**src/common/ldpc_macros.svh**
```systemverilog
`ifndef LDPC_MACROS_SVH
`define LDPC_MACROS_SVH

// lifting size and base graph dimensions
`define LDPC_ZC          2
`define LDPC_KB          10
`define LDPC_CORE_ROWS   4
`define LDPC_EXT_ROWS    38
`define LDPC_EXT_COLS    (`LDPC_KB + `LDPC_CORE_ROWS)   // C1 then D columns

// widths
`define LDPC_CRC_BITS    16
`define LDPC_MSG_BITS    (`LDPC_KB * `LDPC_ZC)
`define LDPC_CW_BITS     100
`define LDPC_SHIFT_BITS  4

// base graph entry for an all-zero block
`define LDPC_NULL_SHIFT  4'hF

`endif

```
**src/common/ldpc_pkg.sv**
```systemverilog
`default_nettype none

`include "ldpc_macros.svh"

package ldpc_pkg;

    typedef logic [`LDPC_ZC-1:0]         block_t;
    typedef logic [`LDPC_SHIFT_BITS-1:0] shift_t;    // cyclic shift or null code
    typedef logic [`LDPC_MSG_BITS-1:0]   message_t;  // crc in 16:1, data bit in 0
    typedef logic [`LDPC_CW_BITS-1:0]    codeword_t;

    typedef enum logic [1:0] {
        IDLE,
        CORE,
        EXT,
        DONE
    } enc_state_e;

    // A part, one line per core row
    localparam shift_t a_shifts [`LDPC_CORE_ROWS][`LDPC_KB] = '{
        '{4'h1, 4'h1, 4'h0, 4'h0, 4'hF, 4'hF, 4'h1, 4'hF, 4'hF, 4'h1},
        '{4'h1, 4'hF, 4'hF, 4'h0, 4'h1, 4'h1, 4'h0, 4'h0, 4'h0, 4'h0},
        '{4'h1, 4'h0, 4'hF, 4'h0, 4'h0, 4'hF, 4'hF, 4'hF, 4'h0, 4'hF},
        '{4'hF, 4'h0, 4'h0, 4'hF, 4'h0, 4'h0, 4'h1, 4'h0, 4'h0, 4'h0}
    };

    // extension rows, ten C1 entries on message blocks then four D entries on pa
    localparam shift_t ext_shifts [`LDPC_EXT_ROWS][`LDPC_EXT_COLS] = '{
        '{4'h1, 4'h0, 4'hF, 4'hF, 4'hF, 4'hF, 4'hF, 4'hF, 4'hF, 4'hF,  4'hF, 4'h1, 4'hF, 4'hF},
        '{4'h1, 4'h1, 4'hF, 4'hF, 4'hF, 4'h0, 4'hF, 4'h1, 4'hF, 4'hF,  4'hF, 4'h1, 4'hF, 4'hF},
        '{4'h1, 4'hF, 4'hF, 4'hF, 4'hF, 4'h0, 4'hF, 4'h1, 4'hF, 4'h0,  4'hF, 4'h0, 4'hF, 4'hF},
        '{4'hF, 4'h1, 4'hF, 4'hF, 4'hF, 4'h1, 4'hF, 4'h0, 4'hF, 4'hF,  4'hF, 4'h1, 4'hF, 4'h0},
        '{4'h0, 4'h0, 4'hF, 4'hF, 4'hF, 4'hF, 4'hF, 4'hF, 4'hF, 4'hF,  4'hF, 4'hF, 4'h0, 4'hF},
        '{4'hF, 4'h1, 4'hF, 4'hF, 4'hF, 4'hF, 4'hF, 4'hF, 4'h1, 4'hF,  4'h1, 4'h1, 4'hF, 4'hF},
        '{4'h1, 4'h1, 4'hF, 4'hF, 4'hF, 4'hF, 4'h0, 4'h1, 4'hF, 4'hF,  4'hF, 4'hF, 4'hF, 4'hF},
        '{4'h1, 4'hF, 4'hF, 4'hF, 4'hF, 4'hF, 4'hF, 4'h0, 4'hF, 4'h0,  4'hF, 4'hF, 4'hF, 4'h0},
        '{4'hF, 4'h1, 4'hF, 4'h1, 4'hF, 4'hF, 4'hF, 4'hF, 4'hF, 4'hF,  4'hF, 4'h0, 4'hF, 4'hF},
        '{4'h1, 4'h0, 4'hF, 4'hF, 4'hF, 4'hF, 4'hF, 4'hF, 4'h0, 4'hF,  4'hF, 4'hF, 4'hF, 4'h0},
        '{4'hF, 4'h1, 4'hF, 4'hF, 4'hF, 4'hF, 4'h1, 4'hF, 4'hF, 4'hF,  4'hF, 4'h1, 4'hF, 4'h0},
        '{4'h1, 4'hF, 4'hF, 4'hF, 4'hF, 4'hF, 4'hF, 4'hF, 4'hF, 4'hF,  4'h1, 4'h1, 4'hF, 4'hF},
        '{4'hF, 4'h1, 4'hF, 4'hF, 4'hF, 4'hF, 4'hF, 4'hF, 4'hF, 4'h0,  4'hF, 4'h0, 4'h0, 4'hF},
        '{4'hF, 4'h0, 4'hF, 4'hF, 4'hF, 4'h0, 4'hF, 4'hF, 4'hF, 4'hF,  4'hF, 4'h0, 4'h0, 4'hF},
        '{4'h0, 4'hF, 4'hF, 4'hF, 4'hF, 4'hF, 4'h0, 4'h0, 4'hF, 4'hF,  4'hF, 4'hF, 4'hF, 4'hF},
        '{4'h1, 4'h0, 4'hF, 4'hF, 4'hF, 4'hF, 4'hF, 4'hF, 4'hF, 4'hF,  4'h1, 4'hF, 4'hF, 4'hF},
        '{4'hF, 4'h0, 4'hF, 4'hF, 4'h1, 4'hF, 4'hF, 4'hF, 4'hF, 4'hF,  4'hF, 4'h1, 4'hF, 4'hF},
        '{4'h0, 4'hF, 4'hF, 4'hF, 4'hF, 4'hF, 4'hF, 4'hF, 4'h0, 4'hF,  4'hF, 4'hF, 4'hF, 4'h0},
        '{4'hF, 4'h0, 4'h1, 4'hF, 4'hF, 4'hF, 4'hF, 4'hF, 4'hF, 4'hF,  4'hF, 4'hF, 4'hF, 4'hF},
        '{4'h1, 4'hF, 4'hF, 4'h1, 4'hF, 4'h0, 4'hF, 4'hF, 4'hF, 4'hF,  4'hF, 4'hF, 4'hF, 4'hF},
        '{4'hF, 4'h0, 4'h1, 4'hF, 4'hF, 4'hF, 4'hF, 4'hF, 4'hF, 4'h0,  4'hF, 4'hF, 4'hF, 4'hF},
        '{4'h0, 4'hF, 4'hF, 4'hF, 4'hF, 4'h0, 4'hF, 4'hF, 4'hF, 4'hF,  4'hF, 4'hF, 4'hF, 4'hF},
        '{4'hF, 4'hF, 4'h1, 4'hF, 4'hF, 4'hF, 4'hF, 4'h1, 4'hF, 4'hF,  4'hF, 4'hF, 4'h0, 4'h0},
        '{4'h0, 4'hF, 4'hF, 4'hF, 4'hF, 4'hF, 4'h1, 4'hF, 4'hF, 4'hF,  4'hF, 4'hF, 4'hF, 4'hF},
        '{4'hF, 4'h0, 4'h1, 4'hF, 4'hF, 4'h1, 4'hF, 4'hF, 4'hF, 4'hF,  4'hF, 4'hF, 4'hF, 4'hF},
        '{4'h0, 4'hF, 4'hF, 4'hF, 4'h0, 4'hF, 4'hF, 4'hF, 4'hF, 4'hF,  4'hF, 4'hF, 4'hF, 4'hF},
        '{4'hF, 4'hF, 4'h1, 4'hF, 4'hF, 4'h0, 4'hF, 4'h1, 4'hF, 4'h0,  4'hF, 4'hF, 4'hF, 4'hF},
        '{4'hF, 4'h0, 4'hF, 4'hF, 4'hF, 4'hF, 4'hF, 4'hF, 4'hF, 4'hF,  4'hF, 4'hF, 4'hF, 4'h1},
        '{4'h0, 4'hF, 4'hF, 4'hF, 4'hF, 4'h0, 4'hF, 4'hF, 4'hF, 4'hF,  4'hF, 4'hF, 4'h0, 4'hF},
        '{4'hF, 4'hF, 4'h0, 4'hF, 4'hF, 4'hF, 4'hF, 4'h0, 4'hF, 4'hF,  4'h1, 4'hF, 4'hF, 4'hF},
        '{4'h1, 4'hF, 4'hF, 4'hF, 4'hF, 4'hF, 4'hF, 4'hF, 4'hF, 4'hF,  4'hF, 4'hF, 4'h1, 4'h0},
        '{4'hF, 4'h1, 4'hF, 4'hF, 4'hF, 4'h0, 4'hF, 4'hF, 4'hF, 4'hF,  4'hF, 4'h1, 4'hF, 4'hF},
        '{4'h0, 4'hF, 4'h0, 4'hF, 4'hF, 4'hF, 4'hF, 4'h0, 4'hF, 4'hF,  4'hF, 4'hF, 4'hF, 4'hF},
        '{4'hF, 4'hF, 4'hF, 4'hF, 4'hF, 4'hF, 4'hF, 4'hF, 4'hF, 4'hF,  4'h1, 4'hF, 4'hF, 4'h1},
        '{4'hF, 4'h1, 4'hF, 4'hF, 4'hF, 4'h0, 4'hF, 4'hF, 4'hF, 4'hF,  4'hF, 4'h0, 4'hF, 4'hF},
        '{4'h1, 4'hF, 4'hF, 4'hF, 4'hF, 4'hF, 4'hF, 4'h0, 4'hF, 4'hF,  4'hF, 4'hF, 4'h0, 4'hF},
        '{4'hF, 4'hF, 4'h0, 4'hF, 4'hF, 4'hF, 4'hF, 4'hF, 4'hF, 4'hF,  4'h1, 4'hF, 4'hF, 4'h0},
        '{4'hF, 4'h1, 4'hF, 4'hF, 4'hF, 4'h1, 4'hF, 4'hF, 4'hF, 4'hF,  4'hF, 4'h0, 4'hF, 4'hF}
    };

endpackage

`default_nettype wire

```
**src/parity/circulant_row_sum.sv**
```systemverilog
`timescale 1ns/1ns
`include "ldpc_macros.svh"
`default_nettype none

module circulant_row_sum #(
    parameter int NUM_COLS = `LDPC_KB
) (
    input  ldpc_pkg::block_t blocks [NUM_COLS],
    input  ldpc_pkg::shift_t shifts [NUM_COLS],
    output ldpc_pkg::block_t row_sum
);

    ldpc_pkg::block_t rotated [NUM_COLS];

    // cyclic shift of each column block
    always_comb begin
        for (int c = 0; c < NUM_COLS; c++) begin
            rotated[c] = '0;   // null entry stays zero
            if (shifts[c] != `LDPC_NULL_SHIFT) begin
                for (int m = 0; m < `LDPC_ZC; m++) begin
                    rotated[c][m] = blocks[c][(m + int'(shifts[c])) % `LDPC_ZC];
                end
            end
        end
    end

    // gf(2) accumulate across the row
    always_comb begin
        row_sum = '0;
        for (int c = 0; c < NUM_COLS; c++) begin
            row_sum = row_sum ^ rotated[c];
        end
    end

endmodule

`default_nettype wire

```
**src/parity/core_parity.sv**
```systemverilog
`timescale 1ns/1ns
`include "ldpc_macros.svh"
`default_nettype none

module core_parity (
    input  logic               CLK,
    input  logic               RST,
    input  ldpc_pkg::message_t message,
    input  logic               core_load,
    output ldpc_pkg::block_t   pa_blocks [`LDPC_CORE_ROWS]
);

    ldpc_pkg::block_t msg_blocks [`LDPC_KB];
    ldpc_pkg::block_t lambda [`LDPC_CORE_ROWS];
    ldpc_pkg::block_t lambda_sum;
    ldpc_pkg::block_t pa0_next;
    ldpc_pkg::block_t pa1_next;

    // split message into lifted blocks, block 0 in the low bits
    always_comb begin
        for (int b = 0; b < `LDPC_KB; b++) begin
            msg_blocks[b] = message[b*`LDPC_ZC +: `LDPC_ZC];
        end
    end

    genvar r;
    generate
        for (r = 0; r < `LDPC_CORE_ROWS; r++) begin : g_core_row
            circulant_row_sum #(
                .NUM_COLS (`LDPC_KB)
            ) u_row_sum (
                .blocks  (msg_blocks),
                .shifts  (ldpc_pkg::a_shifts[r]),
                .row_sum (lambda[r])
            );
        end
    endgenerate

    assign lambda_sum = lambda[0] ^ lambda[1] ^ lambda[2] ^ lambda[3];

    // pa0 is the lambda sum rotated by one
    assign pa0_next = {lambda_sum[`LDPC_ZC-2:0], lambda_sum[`LDPC_ZC-1]};
    assign pa1_next = pa0_next ^ lambda[0];

    always_ff @(posedge CLK) begin
        if (core_load) begin
            pa_blocks[0] <= pa0_next;
            pa_blocks[1] <= pa1_next;
            pa_blocks[2] <= pa1_next ^ lambda[1];   // kb=10 diagonal
            pa_blocks[3] <= pa0_next ^ lambda[3];
        end
    end

    // solved blocks feed the extension stage on the next cycle
    a_pa_known: assert property (@(posedge CLK) disable iff (!RST)
        core_load |=> !$isunknown({pa_blocks[0], pa_blocks[1], pa_blocks[2], pa_blocks[3]}));

endmodule

`default_nettype wire

```
**src/parity/ext_parity.sv**
```systemverilog
`timescale 1ns/1ns
`include "ldpc_macros.svh"
`default_nettype none

module ext_parity (
    input  logic                CLK,
    input  logic                RST,
    input  ldpc_pkg::message_t  message,
    input  ldpc_pkg::block_t    pa_blocks [`LDPC_CORE_ROWS],
    input  logic                ext_load,
    output ldpc_pkg::codeword_t codeword
);

    localparam int INFO_BITS = `LDPC_MSG_BITS - 2 * `LDPC_ZC;   // first two blocks punctured
    localparam int PC_BASE   = INFO_BITS + `LDPC_CORE_ROWS * `LDPC_ZC;

    ldpc_pkg::block_t    ext_cols [`LDPC_EXT_COLS];
    ldpc_pkg::block_t    pc [`LDPC_EXT_ROWS];
    ldpc_pkg::codeword_t cw_next;

    // message blocks, then core parity for the D columns
    always_comb begin
        for (int b = 0; b < `LDPC_KB; b++) begin
            ext_cols[b] = message[b*`LDPC_ZC +: `LDPC_ZC];
        end
        for (int p = 0; p < `LDPC_CORE_ROWS; p++) begin
            ext_cols[`LDPC_KB + p] = pa_blocks[p];
        end
    end

    genvar r;
    generate
        for (r = 0; r < `LDPC_EXT_ROWS; r++) begin : g_ext_row
            circulant_row_sum #(
                .NUM_COLS (`LDPC_EXT_COLS)
            ) u_row_sum (
                .blocks  (ext_cols),
                .shifts  (ldpc_pkg::ext_shifts[r]),
                .row_sum (pc[r])
            );
        end
    endgenerate

    // pc37..pc0, pa3..pa0, message 19:4 from msb down
    always_comb begin
        cw_next = '0;
        cw_next[INFO_BITS-1:0] = message[`LDPC_MSG_BITS-1 -: INFO_BITS];
        for (int p = 0; p < `LDPC_CORE_ROWS; p++) begin
            cw_next[INFO_BITS + p*`LDPC_ZC +: `LDPC_ZC] = pa_blocks[p];
        end
        for (int i = 0; i < `LDPC_EXT_ROWS; i++) begin
            cw_next[PC_BASE + i*`LDPC_ZC +: `LDPC_ZC] = pc[i];
        end
    end

    always_ff @(posedge CLK or negedge RST) begin
        if (!RST) begin
            codeword <= '0;
        end else if (ext_load) begin
            codeword <= cw_next;
        end
    end

    // output held through DONE and back-pressure
    a_cw_hold: assert property (@(posedge CLK) disable iff (!RST)
        !ext_load |=> $stable(codeword));

endmodule

`default_nettype wire

```
**src/verilog/handshake_ctrl.sv**
```systemverilog
`timescale 1ns/1ns
`include "ldpc_macros.svh"
`default_nettype none

module handshake_ctrl (
    input  logic                      CLK,
    input  logic                      RST,
    input  logic                      req,
    input  logic [`LDPC_CRC_BITS-1:0] crc_bits,
    input  logic                      data_bit,
    output logic                      ack,
    output ldpc_pkg::message_t        message,
    output logic                      core_load,
    output logic                      ext_load
);

    ldpc_pkg::enc_state_e state;
    ldpc_pkg::enc_state_e state_next;
    logic                 accept;

    assign accept = (state == ldpc_pkg::IDLE) && req;

    always_comb begin
        state_next = state;
        case (state)
            ldpc_pkg::IDLE: begin
                if (req) begin
                    state_next = ldpc_pkg::CORE;
                end
            end
            ldpc_pkg::CORE: state_next = ldpc_pkg::EXT;
            ldpc_pkg::EXT:  state_next = ldpc_pkg::DONE;
            ldpc_pkg::DONE: begin
                // wait for requester to drop req
                if (!req) begin
                    state_next = ldpc_pkg::IDLE;
                end
            end
            default: state_next = ldpc_pkg::IDLE;
        endcase
    end

    always_ff @(posedge CLK or negedge RST) begin
        if (!RST) begin
            state <= ldpc_pkg::IDLE;
        end else begin
            state <= state_next;
        end
    end

    // zero-extend crc and data bit into the 20 bit word
    always_ff @(posedge CLK) begin
        if (accept) begin
            message <= ldpc_pkg::message_t'({crc_bits, data_bit});
        end
    end

    assign core_load = (state == ldpc_pkg::CORE);   // one cycle after capture
    assign ext_load  = (state == ldpc_pkg::EXT);
    assign ack       = (state == ldpc_pkg::DONE);

    // message must not move while the codeword is presented
    a_ack_msg_stable: assert property (@(posedge CLK) disable iff (!RST)
        ack |-> $stable(message));

    // stage enables never overlapping
    a_load_order: assert property (@(posedge CLK) disable iff (!RST)
        !(core_load && ext_load));

endmodule

`default_nettype wire

```
**src/verilog/ldpc_encoder.sv**
```systemverilog
`timescale 1ns/1ns
`include "ldpc_macros.svh"
`default_nettype none

module ldpc_encoder (
    input  logic                      CLK,
    input  logic                      RST,
    input  logic                      req,
    input  logic [`LDPC_CRC_BITS-1:0] crc_bits,
    input  logic                      data_bit,
    output logic                      ack,
    output ldpc_pkg::codeword_t       codeword
);

    ldpc_pkg::message_t message;   // held from capture until the next request
    logic               core_load;
    logic               ext_load;
    ldpc_pkg::block_t   pa_blocks [`LDPC_CORE_ROWS];

    // req/ack sequencing and message capture
    handshake_ctrl u_handshake_ctrl (
        .CLK       (CLK),
        .RST       (RST),
        .req       (req),
        .crc_bits  (crc_bits),
        .data_bit  (data_bit),
        .ack       (ack),
        .message   (message),
        .core_load (core_load),
        .ext_load  (ext_load)
    );

    // lambda sums and double-diagonal solve
    core_parity u_core_parity (
        .CLK       (CLK),
        .RST       (RST),
        .message   (message),
        .core_load (core_load),
        .pa_blocks (pa_blocks)
    );

    ext_parity u_ext_parity (
        .CLK       (CLK),
        .RST       (RST),
        .message   (message),
        .pa_blocks (pa_blocks),
        .ext_load  (ext_load),
        .codeword  (codeword)    // registered output
    );

endmodule

`default_nettype wire
```
**config.mk**
```make
export PLATFORM = sky130hd
export DESIGN_NAME = ldpc_encoder
export DESIGN_NICKNAME = d
export VERILOG_FILES = /design/src/common/ldpc_pkg.sv /design/src/parity/circulant_row_sum.sv /design/src/parity/core_parity.sv /design/src/parity/ext_parity.sv /design/src/verilog/handshake_ctrl.sv /design/src/verilog/ldpc_encoder.sv
export VERILOG_INCLUDE_DIRS = /design/src /design/src/common
export SDC_FILE = /design/constraint.sdc
export NUM_CORES = 1
export LEC_CHECK = 0
export BUFFER_PORTS_ARGS = -buffer_cell sky130_fd_sc_hd__buf_2
export CORE_ASPECT_RATIO = 1.75
export CORE_MARGIN = 2
export CORE_UTILIZATION = 41
export CTS_CLUSTER_DIAMETER = 80
export DETAILED_ROUTE_END_ITERATION = 8
export GPL_TIMING_DRIVEN = 0
export SYNTH_ARGS = -nofsm -noshare
export SYNTH_HDL_FRONTEND = slang
export SYNTH_HIERARCHICAL = 1
export SYNTH_SLANG_ARGS = --single-unit
```
**constraint.sdc**
```tcl
create_clock -name CLK -period 4 [get_ports CLK]
set_clock_uncertainty 0.1 [all_clocks]
set_input_delay 0.8 -clock CLK [delete_from_list [all_inputs] [get_ports CLK]]
set_output_delay 0.8 -clock CLK [all_outputs]
set_load 0.1 [all_outputs]
```
# After elaboration in Yosys (flattened, before gate mapping)
# Index checks and enable logic that the tools add are counted.
# Widths: inputs -> output; s select.
# totals
reg_bits,124
inputBits,20
out_inout_bits,101
word_cells,113
# op_classes
n_eq_ne,5
n_mux,3
n_bitwise,95
reduce_logical,3
# op_table
cell,n
$xor 2x2->2,90
$xor 2x1->2,5
$pmux 2 s4,1
$eq 2x2->1 const B,2
$mux 2,2
$ne 2x2->1 const B,2
$eq 2x1->1 const B,1
$logic_not 2->1,1
$reduce_and 2->1,1
$logic_and 1x1->1,1

# Depth between registers and ports, before layout
# logic_depth
depth_word,11
depth_mapped,8
mapped_depth_nobuf,7

# Modules after synthesis
# The synthesis kept the hierarchy.
# by_module_without_submodules
module,instances,cells_each,area_each_um2,seq_area_each_um2
circulant_row_sum (u_ext_parity.g_ext_row[0].u_row_sum ...),38,92,671.9,0.0
ext_parity,1,213,4222.8,2502.4
circulant_row_sum (u_core_parity.g_core_row[0].u_row_sum ...),4,66,467.9,0.0
handshake_ctrl,1,36,711.9,560.5
core_parity,1,22,481.7,240.2

# Worst setup path before layout
# No wires, ideal clock.
# synth_timing
kind,reg2reg
start,register u_handshake_ctrl.message[14]
end,"register u_core_parity/pa_blocks[1] (netlist bit), data pin"
setup_ns,0.269
arrival_ns,3.096
t_required_ns,3.631
setup_slack_ns,0.535
path_stages_with_launch,8
n_path_buf,0
period_less_slack_ns,3.465
path_cell_list,edfxtp_1 -> nor2b_1 -> a31oi_1 -> xnor2_1 -> xnor3_1 -> xnor2_1 -> xnor2_4 -> xor3_1
# synth_lines
element,line,source
"start, declared",handshake_ctrl.sv:12,"output ldpc_pkg::message_t message,"
"start signal, assigned",handshake_ctrl.sv:54,"message <= ldpc_pkg::message_t'({crc_bits, data_bit});"
"end, declared",core_parity.sv:10,output ldpc_pkg::block_t pa_blocks [`LDPC_CORE_ROWS]

==> reports/metrics.cfg <==
[cells_and_area]
diodes=0
drive_above_1_share=0.04686
areaGrowthSynthToFinish_pct=62.75
final_cell_area_mm2=0.05342
final_util=0.6716
instances_no_fill=9344
fillers=7332
finalNetCount=8315

[run]
max-cap-violations=0

[grt]
use_met1=0.3115
antenna_found_initial=0
grt_use_met2=0.5247
grt_usage=0.2705
overflow=0
grt_pass1_wl_mm=172.1
grt_max_degree=86
grt_use_met3=0.02321
busiest_layer=met2
grt_pass1_vias=34510

[setup_path]
worstPathRequired_ns=4.16
path_max_fanout=13
crit_path_end_kind=flop
start_kind=flop
worst-endpoint-arrival_ns=3.69
reg2reg_depth=9
crit_type=reg -> reg

[clock_tree]
postCtsHoldBufs=0
cts_resized=0
cts_tree=built
insertion_delay_ns=0.52
path_clk_slew_ns=0.07
cts_max_path_buffers=2
root_buffer=clkbuf_16
cts_setup_buffers=0
htree_levels=4
clkSinkCount=127
cts_made_buffers=17

[logic_synthesis]
async_reset_ff_frac=0.8031
synth-seq-cells=127
yosysTopAreaCellShare=0.2181
synthCells=4031
yosysMostFrequentCell=a31oi_1
syn_avg_cell_area_um2=8.142
yosysSeqAreaShare=0.1006
synth.area.top_cells=a31oi_1, nor2b_1, xnor2_1
synth_ff_type=dfrtp_1
yosys_warnings=6
netlist_top_cells_count=a31oi_1, nor2b_1, nand3_1
synth_cell_types=24
netlist_area_mm2=0.03282
synth_top_area_cell=a31oi_1
synth_enable_flop_cells=25

[worst_hold_path]
hold_path_class=in -> async

[placement]
io_buffers=120
post_dp_cell_area_mm2=0.05282
hpwl_mm=83.24
place_inst=9312
place.gp.congestion=0.7288

[drt]
vias=36550
first_iter_violations=945
wl_per_cell_um=11.49
routed_wl_mm=107.4
dr.pass1.iters=5
ant_nets=0
vias_per_cell=3.911
drc=0

[floorplan]
rows=137
io_pins=121
die_x_um=217.9
initial_core_util=0.4126
coreArea_mm2=0.07954
die_area_mm2=0.08242
die-height_um=378.3

[sta]
maxSlewHeadroom=0.3147
rsz0062_at_grt=false
setup_viol=0
slew_viol_final=0
min_period_ns=3.523
hold_violations=0
hold-worst-slack_ns=0.08619
tightestPinTransition_ns=1.028
clock.fmax_mhz=283.8
fin_crit_sh=0.8808

[power_and_ir_drop]
power-per-cell-area_mw_per_mm2=601.7
pwr-share-comb=0.854
ir_drop_mv=0.9780
p_sw_frac=0.4617
clockPowerShare=0.054
power.internal_mw=17.30
seqPwrFrac=0.093
switchingPower_mw=14.84
leakage_nw=29.40

[status]
status=completed

==> power by group through the flow <==
| stage | combinational [mW] | sequential (mW) | clock [mW] |
|---|---|---|---|
| 2_1_floorplan | 16.8 | 7.14 | 0 |
| 3_3_place_gp | 23.2 | 4.96 | 0 |
| 3_5_place_dp | 27.0 | 3.00 | 0 |
| 4_1_cts | 27.1 | 2.99 | 1.78 |
| 5_1_grt | 29.2 | 3.07 | 1.81 |
| 6_report | 27.4 | 2.98 | 1.72 |
==> path summary, 6_finish.rpt <==
kind                                              start                           to  slack, ns
setup / recovery           u_handshake_ctrl/message[14]   u_core_parity/pa_blocks[3]       0.48
hold / removal                                      RST    u_ext_parity/codeword[98]       0.09
setup reg to reg           u_handshake_ctrl/message[14]   u_core_parity/pa_blocks[3]       0.48
hold reg to reg               u_ext_parity/codeword[61]    u_ext_parity/codeword[61]       0.41
max in group asynchronous                           RST    u_ext_parity/codeword[28]       2.87
min in group CLK                               data_bit  u_handshake_ctrl/message[0]       0.36
==> cell type report <==
class	count	area [µm²]	area share
buffer	14	234.0	0.004380
timing repair buffer	237	3677	0.06884
sequential	127	3303	0.06184
tap	1042	1304	0.02441
clock inverter	14	142.6	0.002670
clock buffer	18	450.4	0.008432
multi-input combinational	7890	44300	0.8293
inverter	2	7.507	0.0001405
==> registers in the layout (all words and copies together), names as in the netlist <==
register	count
u_handshake_ctrl/state	2
u_handshake_ctrl/message	17
u_core_parity/pa_blocks	8
u_ext_parity/codeword	100
==> through the flow <==
step,worst slack [ns],power [mW],setup TNS [ns]
finish,0.4767,32.14,0
detailed placement,0.4554,30.01,0
global placement,-1.908,28.14,-97.45
global route,0.2843,34.08,0
floorplan,0.5347,23.94,0
CTS,0.4523,31.83,0
==> kinds of logic (layout without fill, tap and decap cells) <==
kind of cell | after synthesis | in the layout | synth area share
DFF | 127 | 127 | 0.1006
other | 5 | 4007 | 0.0005719
xor gates and xnor gates | 912 | 912 | 0.3144
adders and majority gates | 6 | 6 | 0.002287
and+or+nand+nor | 1718 | 1718 | 0.3100
AOI/OAI and AO/OA | 1144 | 1144 | 0.2181
buffers and inverters | 16 | 285 | 0.007358
muxes | 103 | 103 | 0.04670
==> worst max-delay path: stages (launching register included) <==
cell and delay (ns):
edfxtp_1 1.00, buf_16 0.25, buf_8 0.16, nor2b_1 0.14
a31oi_1 0.06, xnor2_1 0.15, xnor3_1 0.43, xnor2_1 0.39
xnor2_4 0.22, xnor3_1 0.37
==> routing by layer <==
layer	wire length (µm)	share of wire
met1	45900	0.43
met2	56720	0.53
met3	2458	0.023
met4	2306	0.021
met5	0	0
==> cell usage in the layout, fill, tap and decap left out <==
master / Yosys / routed
inv_1: 2 / 2
mux2_1: 1 / 1
conb_1: 5 / 4007
edfxtp_1: 25 / 25
xor3_4: 2 / 2
buf_4: 3 / 3
and2b_1: 114 / 114
xor3_1: 2 / 2
nand3_1: 572 / 572
bufinv_16: 0 / 1
mux2i_1: 2 / 2
clkbuf_16: 0 / 18
buf_8: 0 / 12
clkinvlp_4: 0 / 3
buf_12: 10 / 10
a31oi_1: 1144 / 1144
dfrtp_1: 102 / 102
and2_2: 1 / 1
buf_2: 0 / 119
buf_6: 1 / 2
mux2_4: 100 / 100
clkinv_4: 0 / 1
buf_16: 0 / 105
xor2_1: 246 / 246
xnor2_2: 2 / 2
nor2b_1: 1030 / 1030
inv_8: 0 / 1
nor2_1: 1 / 1
ha_1: 6 / 6
xnor2_1: 497 / 497
xnor2_4: 1 / 1
inv_6: 0 / 8
xnor3_1: 162 / 162
Note: power is estimated with default switching activity, not from simulation.
